==> src/hw/lsab_pkg.sv <==
package lsab_pkg;

  // ************************************************************************
  // sizes

  localparam int LANES        = 4;
  localparam int WORD_W       = 32;
  localparam int LANE_DEPTH   = 16;
  localparam int LANE_PTR_W   = $clog2(LANE_DEPTH);
  localparam int STORE_ADDR_W = 9;
  localparam int STORE_WORDS  = 1 << STORE_ADDR_W;
  localparam int COUNT_W      = 6;

  typedef logic [$clog2(LANES)-1:0] lane_t;
  typedef logic [WORD_W-1:0]        word_t;
  typedef logic [STORE_ADDR_W-1:0]  store_addr_t;  // addresses wrap modulo the store size.
  typedef logic [COUNT_W-1:0]       count_t;
  typedef logic [LANE_PTR_W-1:0]    lane_ptr_t;
  typedef logic [LANE_PTR_W:0]      lane_used_t;   // one extra bit so a full lane is visible.
  typedef word_t [LANES-1:0]        lane_words_t;

  // ************************************************************************
  // commands, mover states and status

  typedef enum logic {OP_FILL, OP_EMPTY} cmd_op_e;

  typedef struct packed {
    cmd_op_e     op;
    lane_t       lane;
    store_addr_t start;
    count_t      count;
  } block_cmd_t;

  typedef enum logic [1:0] {IDLE, MOVE, FINISH} mover_state_e;

  typedef struct packed {
    logic   busy;
    logic   done;
    logic   abrupt;
    count_t sent;
  } xfer_status_t;

endpackage

==> src/hw/lsab_in_buffer.sv <==
`timescale 1ns/10ps

module lsab_in_buffer (
  input  logic                            CLK_n,
  input  logic                            RST_MASTER,
  input  logic [lsab_pkg::LANES-1:0]      i_wr_strobe,
  input  lsab_pkg::lane_words_t           i_wr_data,
  input  lsab_pkg::lane_t                 i_rd_lane,
  input  logic                            i_rd_strobe,
  output lsab_pkg::word_t                 o_rd_word,
  output logic                            o_rd_empty
);
  import lsab_pkg::*;

  lane_words_t      heads;
  logic [LANES-1:0] lane_empty;

  for (genvar g = 0; g < LANES; g++)
  begin : g_lane
    word_t      mem [LANE_DEPTH];
    lane_ptr_t  wr_ptr;
    lane_ptr_t  rd_ptr;
    lane_used_t used;
    logic       push;
    logic       pop;

    assign push = i_wr_strobe[g] && (used != lane_used_t'(LANE_DEPTH)); // a full lane drops the word.
    assign pop  = i_rd_strobe && (i_rd_lane == lane_t'(g)) && (used != '0);

    always_ff @(posedge CLK_n)
    begin
      if (push)
      begin
        mem[wr_ptr] <= i_wr_data[g];
      end
    end

    always_ff @(posedge CLK_n)
    begin
      if (RST_MASTER)
      begin
        wr_ptr <= '0;
        rd_ptr <= '0;
        used   <= '0;
      end
      else
      begin
        if (push)
        begin
          wr_ptr <= wr_ptr + lane_ptr_t'(1);
        end
        if (pop)
        begin
          rd_ptr <= rd_ptr + lane_ptr_t'(1);
        end
        used <= used + lane_used_t'(push) - lane_used_t'(pop);
      end
    end

    assign heads[g]      = mem[rd_ptr];  // the head falls through without a read cycle.
    assign lane_empty[g] = (used == '0);
  end

  assign o_rd_word  = heads[i_rd_lane];
  assign o_rd_empty = lane_empty[i_rd_lane];

endmodule

==> config.mk <==
export PLATFORM = sky130hd
export DESIGN_NAME = lsab_in_buffer
export DESIGN_NICKNAME = d
export VERILOG_FILES = /design/src/hw/lsab_pkg.sv /design/src/hw/lsab_in_buffer.sv
export SDC_FILE = /design/constraint.sdc
export NUM_CORES = 2
export LEC_CHECK = 0
export BUFFER_PORTS_ARGS = -buffer_cell sky130_fd_sc_hd__buf_2
export CAP_MARGIN = 20
export CELL_PAD_IN_SITES_DETAIL_PLACEMENT = 2
export CELL_PAD_IN_SITES_GLOBAL_PLACEMENT = 2
export CORE_ASPECT_RATIO = 0.75
export CORE_MARGIN = 2
export CORE_UTILIZATION = 45
export CTS_CLUSTER_SIZE = 10
export DETAILED_ROUTE_END_ITERATION = 10
export GPL_ROUTABILITY_DRIVEN = 0
export PLACE_DENSITY_LB_ADDON = 0.1
export SETUP_SLACK_MARGIN = 0.02
export SYNTH_ARGS = -nofsm -noshare
export SYNTH_HDL_FRONTEND = slang
export SYNTH_SLANG_ARGS = --single-unit
export TNS_END_PERCENT = 20
==> constraint.sdc <==
create_clock -name CLK_n -period 3.77 [get_ports CLK_n]
set_input_delay 0.1885 -clock CLK_n [delete_from_list [all_inputs] [get_ports CLK_n]]
set_output_delay 0.1885 -clock CLK_n [all_outputs]
set_load 0.005 [all_outputs]
==> flow_summary.ini <==
[cells_and_area]
finalNetCount = 4494
drive_above_1_share = 0.3145
syn_to_final_growth_pct = 18.57
final_cell_mix = edfxtp_1 (2048), mux4_2 (479), mux2i_1 (250)
final_cell_area_sq_um = 96270
final_common_cell = edfxtp_1
stdcell_count = 6820

[setup_path]
critical_path_class = flip-flop to output pin
crit_required_ns = 3.58
critPathLaunchType = flip-flop
path_max_fanout = 10
reg2reg_slack_ns = 0.25
cp-end-kind = output pin
r2r_start = g_lane[3].used[3]
r2r_cells = 13
r2r-end = g_lane[3].used[4]
cp.arrival_ns = 3.55

[placement]
numPortBuffers = 169
placed_area_sq_um = 86980
placed_cells = 6288
dp_hpwl_mm = 170.7
pre_cts_ws_ns = 0.2088

[logic_synthesis]
ys_ff_latch = 2116
synth_mux_area_frac = 0.1695
async_reset_ff_frac = 0
synthFlopType = edfxtp_1
synthAdderAreaFrac = 0.007150
avgSynthCellArea_sq_um = 22.09
synth-compound-area-share = 0.01704
yosysUniqueCellTypes = 41
synth_top_family_by_area = multiplexers
syn_nets = 3856
synth-edff-count = 2048
synthXorXnorAreaFrac = 0.004099
synthCells = 3675
synth-seq-area-share = 0.7742
ys_warn_count = 0
syn-cell-area_sq_um = 81190
synth_simple_gate_area_frac = 0.01492

[clocking]
clockBufferDepth = 3
cts.clk_slew.worst_paths_ns = 0.06
clkLatencyLatePin_ns = 0.86
tritoncts = done
htree_levels = 4
numCtsBuffers = 230
cts_root_buf = clkbuf_16
cts_sinks = 2116

[power_and_ir_drop]
pwr-share-comb = 0.102
power_switching_mw = 12.95
p_sw_frac = 0.2450
power_density_nw_per_um2 = 549.3
pwr-share-clk = 0.388
pwr-share-seq = 0.510
total_leakage_power_nw = 29.81
p_int_mw = 39.92
ir_drop_mv = 0.3987

[grt]
grt_max_degree = 47
grt_overflow = 0
grt_usage = 0.3023
grt_pass1_vias = 46116
antenna_found_initial = 28
grt_first_pass_wirelength_mm = 382.5

[timing]
fin_crit_sh = 0.9913
setup_ws_ns = 0.03264
setup_viol = 0
timing.fmax_mhz = 267.6
fin_crit_ns = 3.737
finalHoldViolations = 0
skew_ns = 0.05855
relSlewSlack = 0.3752
tightest_slew_ns = 0.9242
grt_setup_unrepaired = yes
drv_slew = 0
fin_hold_ws_ns = 0.09129

[worst_hold_path]
min-delay-start = i_wr_strobe[1]
hold_depth = 6
min_to = g_lane[1].wr_ptr[0]
holdCritPathClass = input port to flip-flop

[drt]
drt_iter0_markers = 5242
ant_nets = 0
drt_wl_total_mm = 278.8
routedWlPerCell_um = 40.88
drc_errors = 0
first_pass_iters = 5
vias_per_cell = 6.300
num_vias = 42966

[floorplan]
dieArea_sq_um = 183900
ios = 170
rows = 134
core_sq_um = 178600
chipWidth_um = 494.5
initial_utilization = 0.4547
die_h_um = 371.9

[outcome]
status = finished clean

[flow_run]
cap_viol_max_count = 0
per-stage QoR:
| step | power, mW | setup TNS (ns) | utilization |
|---|---|---|---|
| after global routing | 54.21 | -0.2776 | 0.5391 |
| after detailed placement | 32.37 | 0 | 0.4871 |
| after global placement | 31.90 | 0 | 0.4871 |
| final | 52.88 | 0 | 0.5391 |
| after CTS | 52.94 | -0.1578 | 0.5362 |
| after floorplan | 29.59 | -80.42 | - |
final cells by class:
cell class	count	area [sq um]
repair buffers	601	5334
well taps	2380	2978
inverters	35	131.4
clock inverters	9	106.4
multi-input cells	1329	18490
flip-flops and latches	2116	62910
clock buffers	342	6304
fillers	14793	82290
diodes	8	20.02
power by group through the flow:
stage / clock network [mW] / logic [mW] / registers [mW]
finish: 20.5 / 5.41 / 27.0
global route: 21.5 / 5.65 / 27.0
CTS: 20.6 / 5.33 / 27.0
detailed placement: 0 / 4.91 / 27.5
global placement: 0 / 4.56 / 27.3
floorplan: 0 / 2.30 / 27.3
metal layers:
metal  GRT usage  share of wire
met5           0              0
met4      0.1010          0.036
met3     0.04592          0.072
met2      0.4946           0.49
met1      0.4186           0.40
synth_stat cells, drive strengths merged (2+ instances only):
master	n	area [sq um]
nand2b	14	87.58
inv	35	131.4
nand4	7	43.79
dfxtp	68	1361
a21oi	19	95.09
or3	6	37.54
o21ai	67	335.3
nor2	116	435.4
nand2	31	116.4
nand3b	2	15.01
edfxtp	2048	61500
mux2i	297	2973
o22ai	96	600.6
and3	3	18.77
a31oi	3	18.77
xnor2	12	105.1
a221oi	31	271.5
clkbuf	95	356.6
fa	4	80.08
or4	32	240.2
nor2b	8	50.05
nor3	16	80.08
nand3	5	25.02
a21o	4	30.03
xor2	26	227.7
mux4	479	10790
buf	100	576.8
or4b	3	30.03
ha	40	500.5
critical path, cell delays in order, from the launching register on:
cell,delay (ns)
dfxtp_4,0.42
buf_12,0.20
clkbuf_16,0.22
mux4_2,0.55
mux2i_2,0.21
buf_6,0.17
o22ai_2,0.16
or4_4,0.57
buf_2,0.17
kinds of logic after synthesis:
logic type,count (synthesis)
flops,2116
fa+ha+maj,44
buf+inv,230
simple gates,247
xor+xnor,38
mux,776
compound gates,224
how the worst max path moves through the flow:
stage / startpoint / endpoint / slack (ns) / cells after the start
final: flip-flop / o_rd_word[0] / 0.03 / 8
after global routing: flip-flop / o_rd_word[24] / -0.07 / 7
after CTS: flip-flop / o_rd_word[22] / -0.05 / 9
after detailed placement: flip-flop / o_rd_word[14] / 0.21 / 7
after global placement: flip-flop / o_rd_word[14] / 0.23 / 7
after floorplan: g_lane[2].used[2] / g_lane[2].mem[2][0] / -0.27 / 6
registers in the layout, summed over array words and instances, names as in the netlist, named ones only:
name	cells
g_lane.used	20
g_lane.rd_ptr	16
g_lane.wr_ptr	16
g_lane.mem	2048
repair_timing:
item / in CTS / in global routing
gates resized for setup: 151 / 38
buffers inserted: 19 / 10
endpoints found under the setup margin: 32 / 29
hold endpoints to repair: 2081 / 0
hold buffers: 132 / 0
gates cloned: 3 / 9
pin swaps: 1 / 0
(Power assumes the default switching activity.)
