==> src/hw/lsab_pkg.sv <==
package lsab_pkg;

  // ************************************************************************
  // sizes

  localparam int LANES        = 4;
  localparam int WORD_W       = 32;
  localparam int LANE_DEPTH   = 16;
  localparam int LANE_PTR_W   = $clog2(LANE_DEPTH);
  localparam int STORE_ADDR_W = 9;
  localparam int STORE_WORDS  = 1 << STORE_ADDR_W;
  localparam int COUNT_W      = 6;

  typedef logic [$clog2(LANES)-1:0] lane_t;
  typedef logic [WORD_W-1:0]        word_t;
  typedef logic [STORE_ADDR_W-1:0]  store_addr_t;  // addresses wrap modulo the store size.
  typedef logic [COUNT_W-1:0]       count_t;
  typedef logic [LANE_PTR_W-1:0]    lane_ptr_t;
  typedef logic [LANE_PTR_W:0]      lane_used_t;   // one extra bit so a full lane is visible.
  typedef word_t [LANES-1:0]        lane_words_t;

  // ************************************************************************
  // commands, mover states and status

  typedef enum logic {OP_FILL, OP_EMPTY} cmd_op_e;

  typedef struct packed {
    cmd_op_e     op;
    lane_t       lane;
    store_addr_t start;
    count_t      count;
  } block_cmd_t;

  typedef enum logic [1:0] {IDLE, MOVE, FINISH} mover_state_e;

  typedef struct packed {
    logic   busy;
    logic   done;
    logic   abrupt;
    count_t sent;
  } xfer_status_t;

endpackage

==> src/hw/transfer_ctrl.sv <==
`timescale 1ns/10ps

module transfer_ctrl (
  input  logic                    CLK_n,
  input  logic                    RST_MASTER,
  input  logic                    i_cmd_strobe,
  input  lsab_pkg::block_cmd_t    i_cmd,
  input  logic                    i_fill_finish,
  input  logic                    i_fill_abrupt,
  input  lsab_pkg::count_t        i_fill_sent,
  input  logic                    i_empty_finish,
  input  lsab_pkg::count_t        i_empty_sent,
  output logic                    o_fill_start,
  output logic                    o_empty_start,
  output lsab_pkg::block_cmd_t    o_cmd,
  output lsab_pkg::xfer_status_t  o_status
);
  import lsab_pkg::*;

  block_cmd_t cmd_q;
  logic       busy;
  logic       done;
  logic       abrupt;
  count_t     sent;
  logic       accept;
  logic       finish;

  assign accept = i_cmd_strobe && !busy;  // a strobe during a transfer is dropped.
  assign finish = i_fill_finish || i_empty_finish;

  always_ff @(posedge CLK_n)
  begin
    if (RST_MASTER)
    begin
      cmd_q         <= '0;
      busy          <= 1'b0;
      done          <= 1'b0;
      abrupt        <= 1'b0;
      sent          <= '0;
      o_fill_start  <= 1'b0;
      o_empty_start <= 1'b0;
    end
    else
    begin
      o_fill_start  <= 1'b0;
      o_empty_start <= 1'b0;
      done          <= finish;
      abrupt        <= i_fill_finish && i_fill_abrupt;
      if (accept)
      begin
        cmd_q <= i_cmd;
        busy  <= 1'b1;
        case (i_cmd.op)
          OP_FILL:  o_fill_start  <= 1'b1;
          OP_EMPTY: o_empty_start <= 1'b1;
          default:  o_fill_start  <= 1'b0;
        endcase
      end
      if (finish)
      begin
        busy <= 1'b0;  // falls on the same edge as done.
        sent <= i_fill_finish ? i_fill_sent : i_empty_sent;
      end
    end
  end

  assign o_cmd           = cmd_q;
  assign o_status.busy   = busy;
  assign o_status.done   = done;
  assign o_status.abrupt = abrupt;
  assign o_status.sent   = sent;

endmodule

==> config.mk <==
export PLATFORM = sky130hd
export DESIGN_NAME = transfer_ctrl
export DESIGN_NICKNAME = d
export VERILOG_FILES = /design/src/hw/lsab_pkg.sv /design/src/hw/transfer_ctrl.sv
export SDC_FILE = /design/constraint.sdc
export NUM_CORES = 1
export LEC_CHECK = 0
export ABC_AREA = 1
export BUFFER_PORTS_ARGS = -buffer_cell sky130_fd_sc_hd__buf_2
export CAP_MARGIN = 20
export CORE_ASPECT_RATIO = 0.8
export CORE_MARGIN = 5
export CORE_UTILIZATION = 35
export CTS_CLUSTER_SIZE = 8
export DETAILED_ROUTE_END_ITERATION = 7
export SYNTH_ARGS = -nofsm -noshare
export SYNTH_HDL_FRONTEND = slang
export SYNTH_SLANG_ARGS = --single-unit
==> constraint.sdc <==
create_clock -name CLK_n -period 1.82 [get_ports CLK_n]
set_clock_uncertainty 0.15 [all_clocks]
set_input_delay 0.182 -clock CLK_n [delete_from_list [all_inputs] [get_ports CLK_n]]
set_output_delay 0.182 -clock CLK_n [all_outputs]
set_load 0.02 [all_outputs]
==> Implementation_results.wiki <==
{| class="wikitable"
! Metric !! Value
|-
| Clock latency reported for the late side of the worst-skew pair || about 0.27 ns
|-
| Final nets || 279
|-
| Antenna fix cells || 0
|-
| Dpl cells || 287
|-
| Leakage component of the power || 1.017 nW
|-
| Average size of a mapped cell || approximately 7.6 sq um
|-
| Met2 track utilization from global routing || about 18%
|-
| Peak ir drop on the vdd network || 0.3542 mV
|-
| Pin count of the biggest net entering global routing || 27
|-
| WS Path Type || register to register
|-
| Kind of cell adding the most delay to the critical path || buffers and inverters
|-
| Final-report max-slew violation count || 0
|-
| I/O pin count || 65
|-
| Fraction of final layout cells sized beyond drive strength 1 || 43.21%
|-
| IO Port Bufs || 64
|-
| Standard cell core area || between 3000 and 4000 sq um
|-
| Total setup violations reported at the end of the flow || 0
|-
| Worst setup slack after placement || approximately 0.68 ns
|-
| X dimension of the die || between 70 and 80 microns
|-
| Buffer type at the clock tree root || sky130_fd_sc_hd__clkbuf_8
|-
| Clk pin slew, worst setup/hold paths || 0.06 ns
|-
| Library cell occupying the most area in the post-synthesis netlist || sky130_fd_sc_hd__dfxtp_1
|-
| Crit path arrival time || 1.62 ns
|-
| Detail Route Antenna Nets || 0
|-
| Worst Path Max Fanout || 19
|-
| Number of synthesis warnings || 0
|-
| RSZ-0062 raised after global routing || no
|-
| Max-Slew Margin vs Limit || slightly above 70%
|-
| Number of global-route vias before repair || between 1000 and 1500
|-
| Number of clock sinks seen by CTS || 29
|-
| Average detailed-routed wire length per instance || just over 10 microns
|-
| Result of the run || complete, no violations
|-
| Total overflow reported by the global router || 0
|-
| Share of the yosys chip area belonging to registers || 42.88%
|-
| List of cells traversed by the critical path || inv_4, nand2_1, nor3_1, dlygate4sd3_1
|-
| Die Footprint || roughly 5200 sq um
|-
| Placement-stage cell area || roughly 1700 sq um
|-
| Fin. Hold Viols || 0
|-
| Area share of the largest cell type after synthesis || a little over two fifths
|-
| CP max stage delay || around 0.54 ns
|-
| Buffer count from post-CTS setup fixing || 0
|-
| Post-Layout Cell Count || 298
|-
| Slowest stage cell, crit path || sky130_fd_sc_hd__dlygate4sd3_1
|-
| Number of nets produced by synthesis || 213
|-
| Overall routed net length || ~3000 microns
|-
| First-pass GRT wire length || between 4000 and 5000 microns
|-
| Final worst-path setup slack || 0.2094 ns
|-
| Buffers and inverters on the worst path || 2
|-
| Power density of the placed cells || about 850 nW/um^2
|-
| Met1 track utilization from global routing || between 15 and 20%
|-
| Class of the tightest hold or removal check || input pin to register
|-
| Final HPWL DP || ~2200 microns
|-
| Starting utilization of the core area || between 30 and 40%
|-
| Height of the die || between 60 and 70 microns
|-
| Count of unresolved DRC violations after routing || 0
|-
| Number of violations of the max-capacitance limit || 0
|-
| Met3 track demand over resource || 4.247%
|-
| Post-synthesis instance area || 1354 sq um
|-
| Final-layout setup total negative slack || 0 ns
|-
| Critical Path End Type || register
|-
| Clock Tree Buf Depth || 2
|-
| Weighted congestion at the end of routability-driven global placement || slightly above 0.7
|-
| Overall global routing resource usage || between 10% and 20%
|-
| Cell types occupying the most area after synthesis || sky130_fd_sc_hd__dfxtp_1 43%, sky130_fd_sc_hd__nand2_1 14%, sky130_fd_sc_hd__nor2_2 8.8%
|-
| Number of antenna violations at the first check in global routing || 0
|-
| DRC violation total after the first TritonRoute iteration || 54
|-
| Clock tree from TritonCTS || done
|-
| Min Clock Period, post-route || approximately 1.6 ns
|-
| Vias/cell || roughly 4
|-
| Slew of the pin with the lowest slew margin || between 0.4 and 0.5 ns
|-
| Tot Pwr || about 1.5 mW
|-
| Area growth syn-to-layout || 31.61%
|-
| Max Freq || 620.9 MHz
|-
| Number of H-tree levels || 2
|-
| Area of all placed cells without fillers || 1782 sq um
|-
| Most utilized layer in the global route result || met2
|-
| Seq cells post-synth || 29
|-
| Worst Path Required || around 1.8 ns
|-
| TritonRoute pass-1 iters || 4
|-
| Final cycle utilization of the critical path || about 88%
|-
| Number of clock buffers inserted by TritonCTS || 5
|-
| Count of cell types in the netlist || 17
|-
| Row Count || 20
|-
| Vias after detailed routing || ~1200
|-
| Cells after Synth || between 150 and 200
|-
| CP startpoint kind || register
|}
## synthesized netlist by cell type (all sizes together)
cell   number
nand2      51
inv        22
nor3        1
nand3      25
a21oi       1
nor2       38
buf        10
dfxtp      29
## cell families after synthesis
logic type	count (synthesis)	share of synthesized area [%]
AOI/OAI and AO/OA	1	0.3693
DFF	29	42.88
and+or+nand+nor	115	43.25
buffers and inverters	32	13.49
## registers in the layout (all words and copies together) (netlist names)
name,cells
abrupt,1
busy,1
done,1
o_cmd,18
o_empty_start,1
o_fill_start,1
sent,6
## tightest hold or removal path: stages
cell,delay [ns]
sky130_fd_sc_hd__buf_2,0.07
sky130_fd_sc_hd__nand2_1,0.04
sky130_fd_sc_hd__nand2_1,0.04
sky130_fd_sc_hd__nand2_1,0.04
sky130_fd_sc_hd__nand2_1,0.04
## area by class of cell
type	count	area (sq um)
clock buffers	7	86.33
well taps	55	68.82
fillers	406	1997
flip-flops and latches	29	580.6
multi-input cells	116	590.6
repair buffers	69	367.9
inverters	22	87.58
## metal layers
layer  share of wire, %  wire, microns
met1                 49           1482
met2                 41           1241
met3                8.7            263
met4                1.5             47
met5                  0              0
## power breakdown
part / switching [mW] / internal, mW / total, mW
clock: 0.221 / 0.299 / 0.519
combinational: 0.173 / 0.111 / 0.284
sequential: 0.0243 / 0.680 / 0.704
total: 0.418 / 1.09 / 1.51
## path summary, 6_finish.rpt
check,from,end,slack (ns),cells after the start
max,busy$_SDFFE_PP0P_,o_fill_start$_SDFF_PP0_,0.21,4
min,i_empty_sent[0],sent[0]$_SDFFE_PP0P_,0.03,5
max reg2reg,busy$_SDFFE_PP0P_,o_fill_start$_SDFF_PP0_,0.21,4
min reg2reg,sent[1]$_SDFFE_PP0P_,sent[1]$_SDFFE_PP0P_,0.31,2
## through the flow
stage                     hold WS (ns)  utilization, %
after floorplan                 0.1036               -
after global placement          0.2420           43.81
after detailed placement        0.2384           43.81
after CTS                      0.02840           47.15
after global routing           0.04664           47.15
final                          0.02967           47.15
## what timing repair did
action / CTS / global route
gates resized for setup: 0 / 0
setup endpoints to repair: 0 / 0
hold endpoints to repair: 2 / 0
hold buffers: 4 / 0
## cells in the final DEF, fill, tap and decap left out, drive strengths merged
cell	synthesis	final
nor3	1	1
clkbuf	0	7
dlygate4sd3	0	4
a21oi	1	1
buf	10	65
nand3	25	25
nor2	38	38
dfxtp	29	29
inv	22	22
nand2	51	51
Power figures use the tool's default switching activity.
