[config.mk]
export PLATFORM = sky130hd
export DESIGN_NAME = block_empty_mover
export DESIGN_NICKNAME = d
export VERILOG_FILES = /design/src/hw/lsab_pkg.sv /design/src/hw/block_empty_mover.sv
export SDC_FILE = /design/constraint.sdc
export NUM_CORES = 1
export LEC_CHECK = 0
export BUFFER_PORTS_ARGS = -buffer_cell sky130_fd_sc_hd__buf_2
export CAP_MARGIN = 5
export CORE_MARGIN = 1
export CORE_UTILIZATION = 30
export CTS_CLUSTER_DIAMETER = 80
export DETAILED_ROUTE_END_ITERATION = 7
export PLACE_DENSITY = 0.66
export SLEW_MARGIN = 20
export SYNTH_ARGS = -nofsm -noshare
export SYNTH_HDL_FRONTEND = slang
export SYNTH_SLANG_ARGS = --single-unit
[constraint.sdc]
create_clock -name CLK_n -period 1.9 [get_ports CLK_n]
set_input_delay 0.285 -clock CLK_n [delete_from_list [all_inputs] [get_ports CLK_n]]
set_output_delay 0.285 -clock CLK_n [all_outputs]
set_load 0.005 [all_outputs]
[src/hw/lsab_pkg.sv]
package lsab_pkg;

  // ************************************************************************
  // sizes

  localparam int LANES        = 4;
  localparam int WORD_W       = 32;
  localparam int LANE_DEPTH   = 16;
  localparam int LANE_PTR_W   = $clog2(LANE_DEPTH);
  localparam int STORE_ADDR_W = 9;
  localparam int STORE_WORDS  = 1 << STORE_ADDR_W;
  localparam int COUNT_W      = 6;

  typedef logic [$clog2(LANES)-1:0] lane_t;
  typedef logic [WORD_W-1:0]        word_t;
  typedef logic [STORE_ADDR_W-1:0]  store_addr_t;  // addresses wrap modulo the store size.
  typedef logic [COUNT_W-1:0]       count_t;
  typedef logic [LANE_PTR_W-1:0]    lane_ptr_t;
  typedef logic [LANE_PTR_W:0]      lane_used_t;   // one extra bit so a full lane is visible.
  typedef word_t [LANES-1:0]        lane_words_t;

  // ************************************************************************
  // commands, mover states and status

  typedef enum logic {OP_FILL, OP_EMPTY} cmd_op_e;

  typedef struct packed {
    cmd_op_e     op;
    lane_t       lane;
    store_addr_t start;
    count_t      count;
  } block_cmd_t;

  typedef enum logic [1:0] {IDLE, MOVE, FINISH} mover_state_e;

  typedef struct packed {
    logic   busy;
    logic   done;
    logic   abrupt;
    count_t sent;
  } xfer_status_t;

endpackage

[src/hw/block_empty_mover.sv]
`timescale 1ns/10ps

module block_empty_mover (
  input  logic                  CLK_n,
  input  logic                  RST_MASTER,
  input  logic                  i_start,
  input  lsab_pkg::block_cmd_t  i_cmd,
  input  lsab_pkg::word_t       i_store_word,
  input  logic                  i_room,
  output lsab_pkg::store_addr_t o_store_addr,
  output logic                  o_lane_wr,
  output lsab_pkg::word_t       o_lane_word,
  output logic                  o_finish,
  output lsab_pkg::count_t      o_sent
);
  import lsab_pkg::*;

  mover_state_e state;
  store_addr_t  addr;
  count_t       remain;
  count_t       sent;
  logic         issue;
  logic         rd_valid;

  // ************************************************************************
  // stage 0 issues the address, stage 1 writes the returning word.

  assign issue = (state == MOVE) && (remain != '0) && i_room;  // stalls while the lane is tight.

  always_ff @(posedge CLK_n)
  begin
    if (RST_MASTER)
    begin
      state    <= IDLE;
      addr     <= '0;
      remain   <= '0;
      sent     <= '0;
      rd_valid <= 1'b0;
    end
    else
    begin
      rd_valid <= issue;
      case (state)
        IDLE:
        begin
          if (i_start)
          begin
            addr   <= i_cmd.start;
            remain <= i_cmd.count;
            sent   <= '0;
            state  <= MOVE;
          end
        end
        MOVE:
        begin
          if (issue)
          begin
            addr   <= addr + store_addr_t'(1);
            remain <= remain - count_t'(1);
          end
          if (rd_valid)
          begin
            sent <= sent + count_t'(1);
          end
          if ((remain == '0) && !rd_valid)
          begin
            state <= FINISH;  // nothing left to issue and nothing in flight.
          end
        end
        default:
        begin
          state <= IDLE;
        end
      endcase
    end
  end

  assign o_store_addr = addr;
  assign o_lane_wr    = rd_valid;
  assign o_lane_word  = i_store_word;
  assign o_finish     = (state == FINISH);
  assign o_sent       = sent;

endmodule

==> impl_results.md, run 1 <==
* Status: finished clean
* Total CTS buffers at 3
* Die span in y at ~74 µm
* DRT Pass-1 Iters at 4
* YS warnings at 0
* Syn Area/Cell at between 7 and 8 µm²
* Cell Area, Synth at around 1600 µm²
* Slew Limit Fails at 0
* Largest net degree at the start of global routing at 25
* CTS root buffer: clkbuf_8
* Clk sink count at 24
* Worst Path Max Fanout at 4
* Main combinational cell family by area after synthesis: simple AND/OR/NAND/NOR gates
* Die area at 5544 µm²
* Multiplexer share of the synthesized area at less than 1%
* Vias/cell at ~5.1
* Synth Area in Compound Gates at 21.76%
* CP Data Required Time at approximately 2.1 ns
* Postcts setup bufs at 0
* Via count at about 1,400
* I/O Buffers at 35
* Core area at between 5000 and 6000 µm²
* Least-Margin Pin Slew at ~0.5 ns
* Antenna Nets Post-Route at 0
* TritonCTS clock tree: built
* Layout cells sized above 1 at between 20% and 30%
* Fin. Hold Viols at 0
* Cell area power density at a little over 800 nW/µm²
* Max Fclk at between 500 and 600 MHz
* Final Worst Setup Slack at 0.1083 ns
* DR WL/cell at roughly 14 µm
* Hold-fix buffers, CTS at 0
* Syn_nets at around 260
* Register area share after synthesis at 30.50%
* Ant. Diodes at 0
* Placed cell area at around 1600 µm²
* Setup tns final at 0 ns
* Crit path DAT at 1.99 ns
* RSZ-0062 raised after global routing: false
* Setup violators final at 0
* Skew-Pair Late Insertion Delay at between 0.2 and 0.3 ns
* Endpoint type of the worst setup path: flip-flop
* Critical path class: reg2reg
* Most common cell after layout, fill and taps aside: buf_2
* Hold/Removal Path Class: in2reg
* Simple-gate share of the synthesized area at 21.84%
* Min cycle time layout at ~1.8 ns
* EDFF count, synth at 0
* GRT overflow at 0
* Clock tree buffer depth at 2
* Cell area after layout at 1667 µm²
* Iter 0 DRT Violations at 81
* HPWL after DPL at between 2000 and 3000 µm
* Synth-to-Final Area Change at 5.798%
* Clk pin slew, worst setup/hold paths at around 0.08 ns
* GRT Overall Usage at between 10% and 20%
* IO Pins at 103
* Max H-tree Level at 1
* DRT Wirelength at 3768 µm
* Slew HR at around two thirds
* # DRC at 0
* Peak supply drop at ~0.34 mV
* Ys async rst share at 0%
* Total chip power at ~1400 µW
* First-pass GRT wire length at around 6200 µm
* Post-synthesis cell type count at between 40 and 50
* Period utilization at 94.30%
* Most frequent cells in the layout: buf_2, dfxtp_1, nand2_1
* Type of origin of the critical path: flip-flop
* Vias in the first global route at ~1,300
* Post-synthesis adder-cell area fraction at ~3.2%
* # nets final at around 260
* DIE WIDTH at 74.46 µm
* Total of max-cap violations at 0
* Syn Inst Count at 197
* Leakage at 0.0006586 µW
* Initial antenna violation count at 0
* Post_cts resized at 0
* Post-Synth XOR/XNOR Area at ~2.2%
* Clock Skew at between 0.004 and 0.005 ns
* Seq cells post-synth at 24
* Initial Util at between 30% and 40%
* Synth Flop Type: dfxtp_1
* Pre-CTS setup slack at ~0.15 ns
* Num rows at 26
* Gpl congestion at approximately 0.83
[area by class of cell]
cell class,instances,area [µm²]
Tap cell,70,87.58
Timing Repair Buffer,43,235.2
Clock buffer,4,55.05
Inverter,7,26.28
Multi-Input combinational cell,124,782.0
Fill cell,576,3408
Sequential cell,24,480.5
[cell usage after synthesis (2+ instances only)]
cell / instances / area, µm²
o21ai_0: 4 / 20.02
or4_1: 3 / 22.52
a32o_1: 3 / 30.03
nor3_1: 7 / 35.03
o32ai_1: 7 / 61.31
nor2b_1: 2 / 12.51
xnor2_1: 4 / 35.03
nand4_1: 2 / 12.51
inv_1: 7 / 26.28
or2_2: 2 / 12.51
nand2_1: 17 / 63.81
dfxtp_1: 24 / 480.5
nor2_1: 11 / 41.29
a221oi_1: 2 / 17.52
a311oi_1: 2 / 17.52
o22ai_1: 3 / 18.77
nor4_1: 6 / 37.54
a21oi_1: 16 / 80.08
nand3_1: 8 / 40.04
ha_1: 4 / 50.05
buf_4: 32 / 240.2
nor3b_1: 2 / 15.01
clkbuf_1: 7 / 26.28
a22oi_1: 3 / 22.52
a211oi_1: 2 / 15.01
[report_power, final]
| part | switching (µW) | internal [µW] |
|---|---|---|
| clock network | 169 | 185 |
| logic | 221 | 173 |
| registers | 57.1 | 552 |
| total | 447 | 911 |
[layer usage]
layer  GRT usage, %  share of wire, %
met4          4.403              0.96
met1          19.36                45
met5              0                 0
met2          23.32                47
met3          3.523               7.0
[worst max-delay path, cell delays in order (launching register included)]
cell and delay [ns]:
dfxtp_1 0.36, inv_1 0.09, ha_1 0.24, a311o_1 0.32, or4_1 0.52, a31oi_1 0.18
[sequential cells by signal, summed over array words and instances, names as in the netlist]
register      cells
o_store_addr      9
o_sent            6
remain            6
state             2
o_lane_wr         1
[per-stage QoR]
| stage | hold slack, ns | std cells | utilization [%] |
|---|---|---|---|
| 2_1_floorplan | 0.4354 | 197 | - |
| 3_3_place_gp | 0.4683 | 268 | 31.76 |
| 3_5_place_dp | 0.4810 | 268 | 31.76 |
| 4_1_cts | 0.2818 | 272 | 32.84 |
| 5_1_grt | 0.2922 | 272 | 32.84 |
| 6_report | 0.2793 | 272 | 32.84 |
[cell families (layout without fill, tap and decap cells)]
kind of cell,Yosys count,count (layout)
buf+inv,49,54
xor+xnor,4,4
compound gates,49,49
simple gates,66,66
flops,24,24
fa+ha+maj,4,4
mux,1,1
[worst paths after layout]
path / cells after the start / slack (ns) / to / start
worst max-delay path: 5 / 0.11 / o_store_addr[6]$_SDFFE_PP0P_ / remain[0]$_SDFFE_PP0P_
worst min-delay path: 3 / 0.28 / o_store_addr[6]$_SDFFE_PP0P_ / i_cmd[12]
worst min register to register: 1 / 0.49 / state[1]$_SDFFE_PP0P_ / o_lane_wr$_SDFF_PP0_
worst max register to register: 5 / 0.11 / o_store_addr[6]$_SDFFE_PP0P_ / remain[0]$_SDFFE_PP0P_
Note: power is estimated with default switching activity, not from simulation.
==> run 2: changes to the inputs <==
--- a/config.mk
+++ b/config.mk
@@ -5,13 +5,13 @@
 export SDC_FILE = /design/constraint.sdc
 export NUM_CORES = 1
 export LEC_CHECK = 0
-export BUFFER_PORTS_ARGS = -buffer_cell sky130_fd_sc_hd__buf_2
 export CAP_MARGIN = 5
 export CORE_MARGIN = 1
 export CORE_UTILIZATION = 30
 export CTS_CLUSTER_DIAMETER = 80
 export DETAILED_ROUTE_END_ITERATION = 7
-export PLACE_DENSITY = 0.66
+export DONT_BUFFER_PORTS = 1
+export PLACE_DENSITY = 0.5
 export SLEW_MARGIN = 20
 export SYNTH_ARGS = -nofsm -noshare
 export SYNTH_HDL_FRONTEND = slang
==> run 2 against run 1 <==
Effect of this change: non-clock buffer count shrank 35; utilization shrank 3.5 points; wire length grew 2.4%; sequential share of layout area grew 3.4 points; global-route usage shrank 0.23 points; critical endpoint is now remain[4]$_SDFFE_PP0P_.
==> impl_results.md, run 2 (synthesis gave the netlist of run 1 again) <==
* CP Data Required Time at 2.07 ns (-0.03 ns)
* Largest net degree at the start of global routing at 21 (-16%)
* First-pass GRT wire length at 6051 µm (-2.5%)
* DIE WIDTH at 74.46 µm (unchanged)
* WHS at 0.06815 ns (-0.2112 ns)
* Crit path DAT at 1.93 ns (-0.06 ns)
* Setup tns final at 0 ns (unchanged)
* Antenna Nets Post-Route at 0 (unchanged)
* Iter 0 DRT Violations at 46 (-43%)
* CTS root buffer: clkbuf_8
* Num rows at 26 (unchanged)
* Die span in y at 74.46 µm (unchanged)
* Critical path's slowest cell: dfxtp_1
* Least-Margin Pin Slew at 0.4814 ns (-0.008151 ns)
* Initial Util at 31.04% (unchanged)
* Final Worst Setup Slack at 0.1431 ns (+0.03483 ns)
* Ant. Diodes at 0 (unchanged)
* DRT Wirelength at 3858 µm (+2.4%)
* Period utilization at 92.47% (-1.8 points)
* Clk sink count at 24 (unchanged)
* Via count at 1,246 (-9.5%)
* Core area at 5075 µm² (unchanged)
* Gpl congestion at 0.7511 (-9.2%)
* Endpoint type of the worst setup path: flip-flop
* DR WL/cell at 16.28 µm (+18%)
* Most common cell after layout, fill and taps aside: dfxtp_1
* Clock tree buffer depth at 2 (unchanged)
* Critical path class: reg2reg
* Hold-fix buffers, CTS at 0 (unchanged)
* GRT Overall Usage at 14.34% (-0.23 points)
* Type of origin of the critical path: flip-flop
* Clock Skew at 0.002266 ns (-0.002272 ns)
* TritonCTS clock tree: built
* Vias in the first global route at 1,227 (-7.5%)
* Status: finished clean
* Cell area power density at 889.2 nW/µm² (+9.1%)
* Clk pin slew, worst setup/hold paths at 0.09 ns (about the same)
* Skew-Pair Late Insertion Delay at 0.27 ns (about the same)
* Synth-to-Final Area Change at -5.322%
* Die area at 5544 µm² (unchanged)
* Post_cts resized at 0 (unchanged)
* Initial antenna violation count at 0 (unchanged)
* Leakage at 0.0004981 µW (-24%)
* Slew HR at 66.99% (+0.56 points)
* Total of max-cap violations at 0 (unchanged)
* Setup violators final at 0 (unchanged)
* Largest register FFs at 9 (unchanged)
* Layout cells sized above 1 at 10.18% (-16 points)
* CP max stage delay at 0.35 ns (-0.17 ns)
* Hold/Removal Path Class: in2reg
* Vias/cell at 5.257 (+3.8%)
* IO Pins at 103 (unchanged)
* Worst Path Max Fanout at 10 (+6)
* Most frequent cells in the layout: dfxtp_1, nand2_1, a21oi_1
* Max H-tree Level at 1 (unchanged)
* # DRC at 0 (unchanged)
* Slew Limit Fails at 0 (unchanged)
* Min cycle time layout at 1.757 ns (-0.03483 ns)
* Peak supply drop at 0.3014 mV (-12%)
* Fillers at 575 (-0.17%)
* Critical Path, Cell by Cell: inv_1 -> ha_1 -> a311o_1 -> buf_4 -> a21o_1 -> a32o_1
* I/O Buffers at 0 (-100%)
* GRT overflow at 0 (unchanged)
* Total CTS buffers at 3 (unchanged)
* Max Fclk at 569.2 MHz (+2.0%)
* HPWL after DPL at 2753 µm (+0.97%)
* RSZ-0062 raised after global routing: false
* # nets final at 226 (-13%)
* DRT Pass-1 Iters at 4 (unchanged)
* Fin. Hold Viols at 0 (unchanged)
* Pre-CTS setup slack at 0.1653 ns (+0.02021 ns)
==> run 2: changes by cell type in the layout (fill, tap and decap cells not counted), sizes merged <==
cell	change
buf	-35
==> run 2: power breakdown <==
group | internal, µW | switching (µW)
Sequential | 553 | 61.0
Clock | 185 | 178
Combinational | 144 | 205
==> run 2: timing repair <==
action                                 in CTS  in global routing
endpoints found under the hold margin       0                  0
setup endpoints to repair                   0                  1
setup buffers                               0                  0
==> run 2: final timing paths <==
kind	start	end	slack (ns)	cells after the start
worst max register to register	remain[0]$_SDFFE_PP0P_	remain[4]$_SDFFE_PP0P_	0.14	6
worst min-delay path	RST_MASTER	o_sent[1]$_SDFFE_PP0P_	0.07	1
worst max-delay path	remain[0]$_SDFFE_PP0P_	remain[4]$_SDFFE_PP0P_	0.14	6
worst min register to register	remain[5]$_SDFFE_PP0P_	remain[5]$_SDFFE_PP0P_	0.49	2
==> run 2: worst max-delay path, delay by kind of cell (launching register included) <==
family                     cells  cell delay (ns)
adders and majority gates      1             0.24
DFF                            1             0.35
AOI/OAI and AO/OA              3             0.77
buffers and inverters          2             0.29
==> run 2: layout make-up <==
class / count / area [µm²] / area share, %
tap: 70 / 87.58 / 5.872
multi-input combinational: 124 / 782.0 / 52.43
timing repair buffer: 8 / 60.06 / 4.027
clock buffer: 4 / 55.05 / 3.691
sequential: 24 / 480.5 / 32.21
inverter: 7 / 26.28 / 1.762
==> run 2: stage by stage <==
| step | power [µW] | util, % | cells | cell area [µm²] |
|---|---|---|---|---|
| global route | 1404 | 29.39 | 237 | 1491 |
| CTS | 1338 | 29.39 | 237 | 1491 |
| floorplan | 931.4 | - | 197 | 1575 |
| global placement | 971.5 | 28.30 | 233 | 1436 |
| detailed placement | 972.3 | 28.30 | 233 | 1436 |
| finish | 1326 | 29.39 | 237 | 1491 |
==> run 2: routing by layer <==
metal / global-route usage (%) / share of wire [%] / vias up
li1: - / - / 631
met1: 19.67 / 47 / 575
met2: 21.42 / 45 / 34
met3: 3.659 / 6.4 / 6
met4: 5.660 / 1.3 / 0
met5: 0 / 0 / -
