**src/hw/lsab_pkg.sv**
```systemverilog
package lsab_pkg;

  // ************************************************************************
  // sizes

  localparam int LANES        = 4;
  localparam int WORD_W       = 32;
  localparam int LANE_DEPTH   = 16;
  localparam int LANE_PTR_W   = $clog2(LANE_DEPTH);
  localparam int STORE_ADDR_W = 9;
  localparam int STORE_WORDS  = 1 << STORE_ADDR_W;
  localparam int COUNT_W      = 6;

  typedef logic [$clog2(LANES)-1:0] lane_t;
  typedef logic [WORD_W-1:0]        word_t;
  typedef logic [STORE_ADDR_W-1:0]  store_addr_t;  // addresses wrap modulo the store size.
  typedef logic [COUNT_W-1:0]       count_t;
  typedef logic [LANE_PTR_W-1:0]    lane_ptr_t;
  typedef logic [LANE_PTR_W:0]      lane_used_t;   // one extra bit so a full lane is visible.
  typedef word_t [LANES-1:0]        lane_words_t;

  // ************************************************************************
  // commands, mover states and status

  typedef enum logic {OP_FILL, OP_EMPTY} cmd_op_e;

  typedef struct packed {
    cmd_op_e     op;
    lane_t       lane;
    store_addr_t start;
    count_t      count;
  } block_cmd_t;

  typedef enum logic [1:0] {IDLE, MOVE, FINISH} mover_state_e;

  typedef struct packed {
    logic   busy;
    logic   done;
    logic   abrupt;
    count_t sent;
  } xfer_status_t;

endpackage

```
**src/hw/block_fill_mover.sv**
```systemverilog
`timescale 1ns/10ps

module block_fill_mover (
  input  logic                  CLK_n,
  input  logic                  RST_MASTER,
  input  logic                  i_start,
  input  lsab_pkg::block_cmd_t  i_cmd,
  input  lsab_pkg::word_t       i_lane_word,
  input  logic                  i_lane_empty,
  output logic                  o_lane_rd,
  output logic                  o_store_wr,
  output lsab_pkg::store_addr_t o_store_addr,
  output lsab_pkg::word_t       o_store_word,
  output logic                  o_finish,
  output logic                  o_abrupt,
  output lsab_pkg::count_t      o_sent
);
  import lsab_pkg::*;

  mover_state_e state;
  store_addr_t  addr;
  count_t       remain;
  count_t       sent;
  logic         abrupt;
  logic         take;

  assign take = (state == MOVE) && (remain != '0) && !i_lane_empty; // one word per cycle.

  always_ff @(posedge CLK_n)
  begin
    if (RST_MASTER)
    begin
      state  <= IDLE;
      addr   <= '0;
      remain <= '0;
      sent   <= '0;
      abrupt <= 1'b0;
    end
    else
    begin
      case (state)
        IDLE:
        begin
          if (i_start)
          begin
            addr   <= i_cmd.start;
            remain <= i_cmd.count;
            sent   <= '0;
            abrupt <= 1'b0;
            state  <= MOVE;
          end
        end
        MOVE:
        begin
          if (take)
          begin
            addr   <= addr + store_addr_t'(1);
            remain <= remain - count_t'(1);
            sent   <= sent + count_t'(1);
          end
          else
          begin
            abrupt <= (remain != '0);  // the lane ran dry with words still owed.
            state  <= FINISH;
          end
        end
        default:
        begin
          state <= IDLE;
        end
      endcase
    end
  end

  assign o_lane_rd    = take;
  assign o_store_wr   = take;
  assign o_store_addr = addr;
  assign o_store_word = i_lane_word;
  assign o_finish     = (state == FINISH);
  assign o_abrupt     = abrupt;
  assign o_sent       = sent;

endmodule

```
**config.mk**
```make
export PLATFORM = sky130hd
export DESIGN_NAME = block_fill_mover
export DESIGN_NICKNAME = d
export VERILOG_FILES = /design/src/hw/lsab_pkg.sv /design/src/hw/block_fill_mover.sv
export SDC_FILE = /design/constraint.sdc
export NUM_CORES = 1
export LEC_CHECK = 0
export BUFFER_PORTS_ARGS = -buffer_cell sky130_fd_sc_hd__buf_2
export CAP_MARGIN = 30
export CORE_ASPECT_RATIO = 1.75
export CORE_UTILIZATION = 39
export CTS_CLUSTER_DIAMETER = 100
export DETAILED_ROUTE_END_ITERATION = 10
export PLACE_DENSITY = 0.77
export SKIP_LAST_GASP = 1
export SYNTH_ARGS = -nofsm -noshare
export SYNTH_HDL_FRONTEND = slang
export SYNTH_SLANG_ARGS = --single-unit
```
**constraint.sdc**
```tcl
create_clock -name CLK_n -period 1.44 [get_ports CLK_n]
set_input_delay 0.288 -clock CLK_n [delete_from_list [all_inputs] [get_ports CLK_n]]
set_output_delay 0.288 -clock CLK_n [all_outputs]
set_load 0.02 [all_outputs]
```
==> results.md, run 1 <==
* Clk_lat worst skew at roughly 270 ps
* Crit path required time at 1150 ps
* Max_cap viols at 0
* HPWL after detailed placement at between 3000 and 4000 µm
* Routed Antenna Nets at 0
* Cts hold-fix bufs at 0
* Core Util, Final at 0.535
* Leakage at ~0.94 nW
* Comb pwr share at 0.465
* Via density at approximately 5.8
* Delay-heaviest family, CP: simple AND/OR/NAND/NOR gates
* Total CTS buffers at 3
* Crit-path cells: nor4_4 -> buf_4 -> a211oi_4 -> buf_6
* Initial DRC count at 46
* Sequential cell area at roughly 500 µm²
* Slowest-stage cell, CP: nor4_4
* Die area at between 4000 and 5000 µm²
* Synth area leaders: dfxtp_1 (28%), buf_4 (15%), a21oi_1 (4.7%)
* Setup Viol. Count Final at 25
* DR vias at ~1.7k
* # H-tree levels at 1
* Clk root buf: clkbuf_8
* Fin cells at 301
* Layout fillers at around 370
* N_diodes at 0
* RSZ-0062 raised after global routing: true
* Routability congestion estimate at between 0.8 and 0.9
* Largest net degree at the start of global routing at 14
* Worst-Margin Slew at 356 ps
* I/O Pins at roughly 110
* Share of cells above drive strength 1 at 0.496
* Clk pwr share at 0.197
* Sequential fraction of the synthesis area at 0.284
* I/O Buffers at 37
* Worst-path maximum fanout at 3
* Initial core utilization at 0.408
* Tcrit/Tclk final at 1.20
* Failing checks: setup timing
* PwrDens at around 1100 nW/µm²
* Hold Fails Final Rpt at 0
* Total track usage at 0.227
* Commonest cells in the netlist: buf_4 (33), dfxtp_1 (24), nand2_1 (19)
* Core area at about 4200 µm²
* Max VDD drop at ~0.00064 V
* Clock sink count at 24
* Cell count after placement at 291
* Die height at ~90 µm
* Sw Pwr at roughly 900 µW
* Final wirelength at a little under 5000 µm
* Min-Delay Path Class: in2reg
* Initial antenna violation count at 0
* Fmax at 0.580 GHz
* Top FF cell, synth: dfxtp_1
* Internal power at approximately 1.5 mW
* Die width at between 50 and 60 µm
* Multi-input logic area at between 1000 and 1500 µm²
* Clk slew on worst S/H paths at roughly 90 ps
* Vias in the first global route at between 1.5k and 2k
* DRC violations left at 0
* Pre-CTS setup slack at -116 ps
* Rel. slew slack at 0.761
* Sequential Power Share at 0.338
* Critical path buffers and inverters at 2
* Row count at 31
* Worst setup SP type: flip-flop
* Crit path DAT at between 1000 and 1500 ps
* Switching Share at 0.368
* Post-synth EDFFs at 0
* Leading area contributor after synthesis: dfxtp_1
* Setup TNS at -4110 ps
* Kind of critical path: reg2out
* Pre-Repair DR Iteration Count at 4
* CP max stage delay at about 400 ps
* Final worst-path setup slack at -284 ps
* Outcome: finished with violations
* Yosys warns at 0
* Asr flop ratio synth at 0
* Yosys top cell area share at 0.284
* Clock skew at about 4.3 ps
* Top-count cell post-synth: buf_4
* CTS tree: done
* CTS max path bufs at 2
* Final layout net count at 311
* WL/cell at between 15 and 20 µm
* Synth-to-layout area growth at 31.1%
* Syn_nets at approximately 270
* Synth Area per Inst at ~8 µm²
* Fin crit period at 1720 ps
* Synthesized cell area at 1690 µm²
* Crit end category: output port
* Synthesized instance count at 208
* Max Slew Vio Count at 0
* Global-route wire length before repair at approximately 8000 µm
* Global route total overflow at 0
* Number of synthesized register bits at 24
* Cell variety after synth at 48
==> through the flow <==
| stage | hold slack, ps | cell area, µm² | power (mW) |
|---|---|---|---|
| 6_report | 303 | 2220 | 2.44 |
| 5_1_grt | 321 | 2220 | 2.56 |
| 4_1_cts | 293 | 2180 | 2.36 |
| 3_5_place_dp | 473 | 1990 | 1.76 |
| 3_3_place_gp | 462 | 1990 | 1.73 |
| 2_1_floorplan | 358 | 1730 | 1.47 |
==> what timing repair did <==
action | CTS | global route
pin swaps | 7 | 3
resized for setup | 24 | 8
setup buffers | 6 | 1
setup endpoints to repair | 21 | 26
==> state kept, by name (all words and copies together) (netlist names) <==
register,count
o_abrupt,1
o_store_addr,9
state,2
remain,6
o_sent,6
==> power groups by stage <==
stage          combinational [mW]  sequential [mW]  clock, mW
2_1_floorplan               0.596            0.872          0
6_report                     1.13            0.824      0.479
3_5_place_dp                0.923            0.832          0
5_1_grt                      1.22            0.835      0.506
4_1_cts                      1.05            0.819      0.484
3_3_place_gp                0.901            0.830          0
==> layer usage <==
layer | share of wire | GRT usage | vias up
met5 | 0 | 0 | -
met4 | 0.032 | 0.140 | 0
met3 | 0.056 | 0.0170 | 23
met2 | 0.55 | 0.411 | 66
met1 | 0.37 | 0.249 | 830
li1 | - | - | 825
==> final timing paths <==
kind,start,end,slack [ps],cells after the start
max,remain[2],o_lane_rd,-280,4
min,i_cmd[7],o_store_addr[1],300,3
max reg2reg,remain[2],remain[1],-230,7
min reg2reg,o_sent[5],o_sent[5],480,2
==> final cells by class <==
type,count,share of cell area
Clock buffer,4,0.0248
Tap cell,49,0.0276
Sequential cell,24,0.222
Timing Repair Buffer,83,0.257
Inverter,4,0.00676
Multi-Input combinational cell,137,0.462
==> worst reg2reg max path, cell delays in order (launching register included) <==
cell	delay (ps)
dfxtp_2	360
nor4_4	400
buf_4	190
and3_4	190
buf_6	130
buf_4	120
a2111oi_2	40
a211oi_2	180
==> logic make-up (layout without fill, tap and decap cells) <==
logic type | Yosys count | in the layout | share of synthesized area
flip-flops | 24 | 24 | 0.284
adder cells (fa/ha/maj) | 4 | 4 | 0.0296
AO/OA/AOI/OAI | 54 | 54 | 0.243
multiplexers | 3 | 3 | 0.0185
AND/OR/NAND/NOR | 76 | 76 | 0.240
buffers and inverters | 47 | 91 | 0.185
==> placed cells by master (no fill, tap or decap), types with 2 or more instances in the layout <==
master | netlist | layout
nand2b_1 | 4 | 4
buf_6 | 1 | 6
a2111oi_2 | 1 | 3
buf_2 | 4 | 35
ha_1 | 4 | 3
a21oi_2 | 0 | 2
a211o_1 | 4 | 4
nor3b_1 | 3 | 3
o211a_1 | 2 | 2
inv_2 | 0 | 2
a311oi_2 | 0 | 2
inv_1 | 4 | 2
nor4_1 | 3 | 2
a21oi_1 | 16 | 14
o21ai_0 | 5 | 4
mux2i_1 | 2 | 2
buf_4 | 33 | 41
nand4_1 | 4 | 4
dfxtp_1 | 24 | 15
o32ai_2 | 0 | 4
nor2_1 | 9 | 9
and3_1 | 4 | 3
dfxtp_2 | 0 | 9
clkbuf_8 | 0 | 4
or3_1 | 2 | 2
o31ai_1 | 2 | 2
nand3_1 | 12 | 11
nor3_1 | 8 | 7
a211oi_2 | 2 | 3
nand2_1 | 19 | 19
Note: power is estimated with default switching activity, not from simulation.
==> inputs of run 2 (changes only) <==
--- a/config.mk
+++ b/config.mk
@@ -8,10 +8,11 @@
 export BUFFER_PORTS_ARGS = -buffer_cell sky130_fd_sc_hd__buf_2
 export CAP_MARGIN = 30
 export CORE_ASPECT_RATIO = 1.75
-export CORE_UTILIZATION = 39
+export CORE_UTILIZATION = 40
+export CTS_BUF_LIST = sky130_fd_sc_hd__clkbuf_4
 export CTS_CLUSTER_DIAMETER = 100
 export DETAILED_ROUTE_END_ITERATION = 10
-export PLACE_DENSITY = 0.77
+export PLACE_DENSITY = 0.79
 export SKIP_LAST_GASP = 1
 export SYNTH_ARGS = -nofsm -noshare
 export SYNTH_HDL_FRONTEND = slang
==> run 2 against run 1 <==
Net effect:
- the run still ends with setup timing left
- die area decreased by 2.4%
- sequential power about the same
- via count increased by 8.6%
- clock skew increased by 3.0 ps
- wire length increased by 15%
- clock-buffer cell count decreased by 1
- non-clock buffer count increased by 10
- final area increased by 12%
- clock power decreased by 31%
- critical path type unchanged
- highest routed layer unchanged
==> results.md, run 2 (synthesized netlist as in run 1, its figures left out) <==
* Clk root buf: clkbuf_4
* Die height at 88.1 µm (-1.2%)
* Min-Delay Path Class: in2reg
* DRC violations left at 0 (unchanged)
* Kind of critical path: reg2out
* Worst-path maximum fanout at 3 (unchanged)
* Layout fillers at 358 (-4.3%)
* Commonest cells after routing, fill and taps aside: buf_4 (42), buf_2 (34), nand2_1 (18), dfxtp_1 (16), buf_6 (16)
* Worst-Margin Slew at 349 ps (-6.87 ps)
* Clk slew on worst S/H paths at 150 ps (+60 ps)
* PwrDens at 1010 nW/µm² (-8.3%)
* Routability congestion estimate at 0.908 (+5.5%)
* Via density at 6.07 (+4.8%)
* Rel. slew slack at 0.767 (+0.00611)
* Max Slew Vio Count at 0 (unchanged)
* Initial DRC count at 87 (+89%)
* Failing checks: setup timing
* Initial core utilization at 0.412 (+0.00385)
* HPWL after detailed placement at 3430 µm (-2.6%)
* Setup Viol. Count Final at 26 (+4.0%)
* Total CTS buffers at 3 (unchanged)
* Pre-CTS setup slack at -117 ps (-1.08 ps)
* Max_cap viols at 0 (unchanged)
* Hold Fails Final Rpt at 0 (unchanged)
* Crit end category: output port
* Initial antenna violation count at 0 (unchanged)
* Clk_lat worst skew at 330 ps (+60 ps)
* CTS tree: done
* Final layout net count at 322 (+3.5%)
* Die area at 4510 µm² (-2.4%)
* Worst setup SP type: flip-flop
* Final worst-path setup slack at -340 ps (-55.5 ps)
* Commonest non-fill, non-tap cell in the layout: buf_4
* # H-tree levels at 1 (unchanged)
* Final wirelength at 5720 µm (+15%)
* Clock sink count at 24 (unchanged)
* Largest net degree at the start of global routing at 15 (+1)
* Tcrit/Tclk final at 1.24 (+0.0386)
* Share of cells above drive strength 1 at 0.586 (+0.0895)
* Core area at 4110 µm² (-0.93%)
* I/O Pins at 105 (unchanged)
* Setup TNS at -3770 ps (+336 ps)
* Global-route wire length before repair at 7980 µm (+1.1%)
* Fmax at 0.562 GHz (-3.1%)
* Total track usage at 0.228 (+0.00161)
* Routed Antenna Nets at 0 (unchanged)
* Leakage at 1.02 nW (+8.3%)
* WL/cell at 18.3 µm (+11%)
* Die width at 51.2 µm (-1.2%)
* I/O Buffers at 37 (unchanged)
* Crit path required time at 1150 ps (about the same)
* RSZ-0062 raised after global routing: true
* Crit path DAT at 1490 ps (+50 ps)
* Row count at 31 (unchanged)
* Outcome: finished with violations
* Vias in the first global route at 1759 (+4.6%)
* Max reg flops at 9 (unchanged)
* Worst reg2reg setup slack at -280 ps (-50 ps)
* Clock skew at 7.31 ps (+2.98 ps)
* Synth-to-layout area growth at 47.4%
* DR vias at 1894 (+8.6%)
* Global route total overflow at 0 (unchanged)
* N_diodes at 0 (unchanged)
* Max VDD drop at 0.000801 V (+24%)
* Fin crit period at 1780 ps (+55.5 ps)
* CTS max path bufs at 2 (unchanged)
* Pre-Repair DR Iteration Count at 5 (+1)
-- run 2: worst paths after layout --
path / startpoint / to / cells after the start
max: remain[0] / o_lane_rd / 5
min: i_cmd[7] / o_store_addr[1] / 3
max reg2reg: remain[0] / remain[5] / 8
min reg2reg: o_sent[5] / o_sent[5] / 2
-- run 2: area by class of cell --
| cell class | instances | area, µm² | area share |
|---|---|---|---|
| multi-input cells | 138 | 1210 | 0.486 |
| repair buffers | 93 | 686 | 0.275 |
| flip-flops and latches | 24 | 493 | 0.198 |
| well taps | 49 | 61.3 | 0.0246 |
| clock buffers | 3 | 22.5 | 0.00903 |
| inverters | 4 | 15.0 | 0.00602 |
| clock inverters | 1 | 3.75 | 0.00150 |
-- run 2: timing repair --
| action | 4_1_cts | 5_1_grt |
|---|---|---|
| pin swaps | 11 | 27 |
| hold buffers | 0 | 0 |
| endpoints found under the setup margin | 23 | 25 |
| gates cloned | 1 | 0 |
| setup buffers | 8 | 11 |
| gates resized for setup | 33 | 47 |
-- run 2: per-layer routing --
metal | vias to the layer above | share of wire | GRT usage
met5 | - | 0 | 0
met2 | 87 | 0.54 | 0.431
li1 | 847 | - | -
met3 | 29 | 0.060 | 0.0122
met1 | 931 | 0.36 | 0.253
met4 | 0 | 0.040 | 0.106
-- run 2: where the power goes --
group / internal (mW) / switching [mW] / total, mW
clock: 0.102 / 0.230 / 0.332
sequential: 0.738 / 0.0848 / 0.823
combinational: 0.668 / 0.688 / 1.36
total: 1.51 / 1.00 / 2.51
-- run 2: critical path, cell delays in order (launching register included) --
cell	delay (ps)
dfxtp_2	360
inv_2	50
ha_4	160
buf_6	120
a211oi_4	300
buf_6	170
-- run 2: per-stage QoR --
stage | util | instances | cell area, µm² | hold WS (ps) | total power [mW]
global route | 0.607 | 312 | 2490 | 259 | 2.62
global placement | 0.477 | 289 | 1960 | 458 | 1.71
CTS | 0.528 | 301 | 2170 | 206 | 2.21
finish | 0.607 | 312 | 2490 | 228 | 2.51
floorplan | - | 208 | 1730 | 358 | 1.47
detailed placement | 0.477 | 289 | 1960 | 477 | 1.73
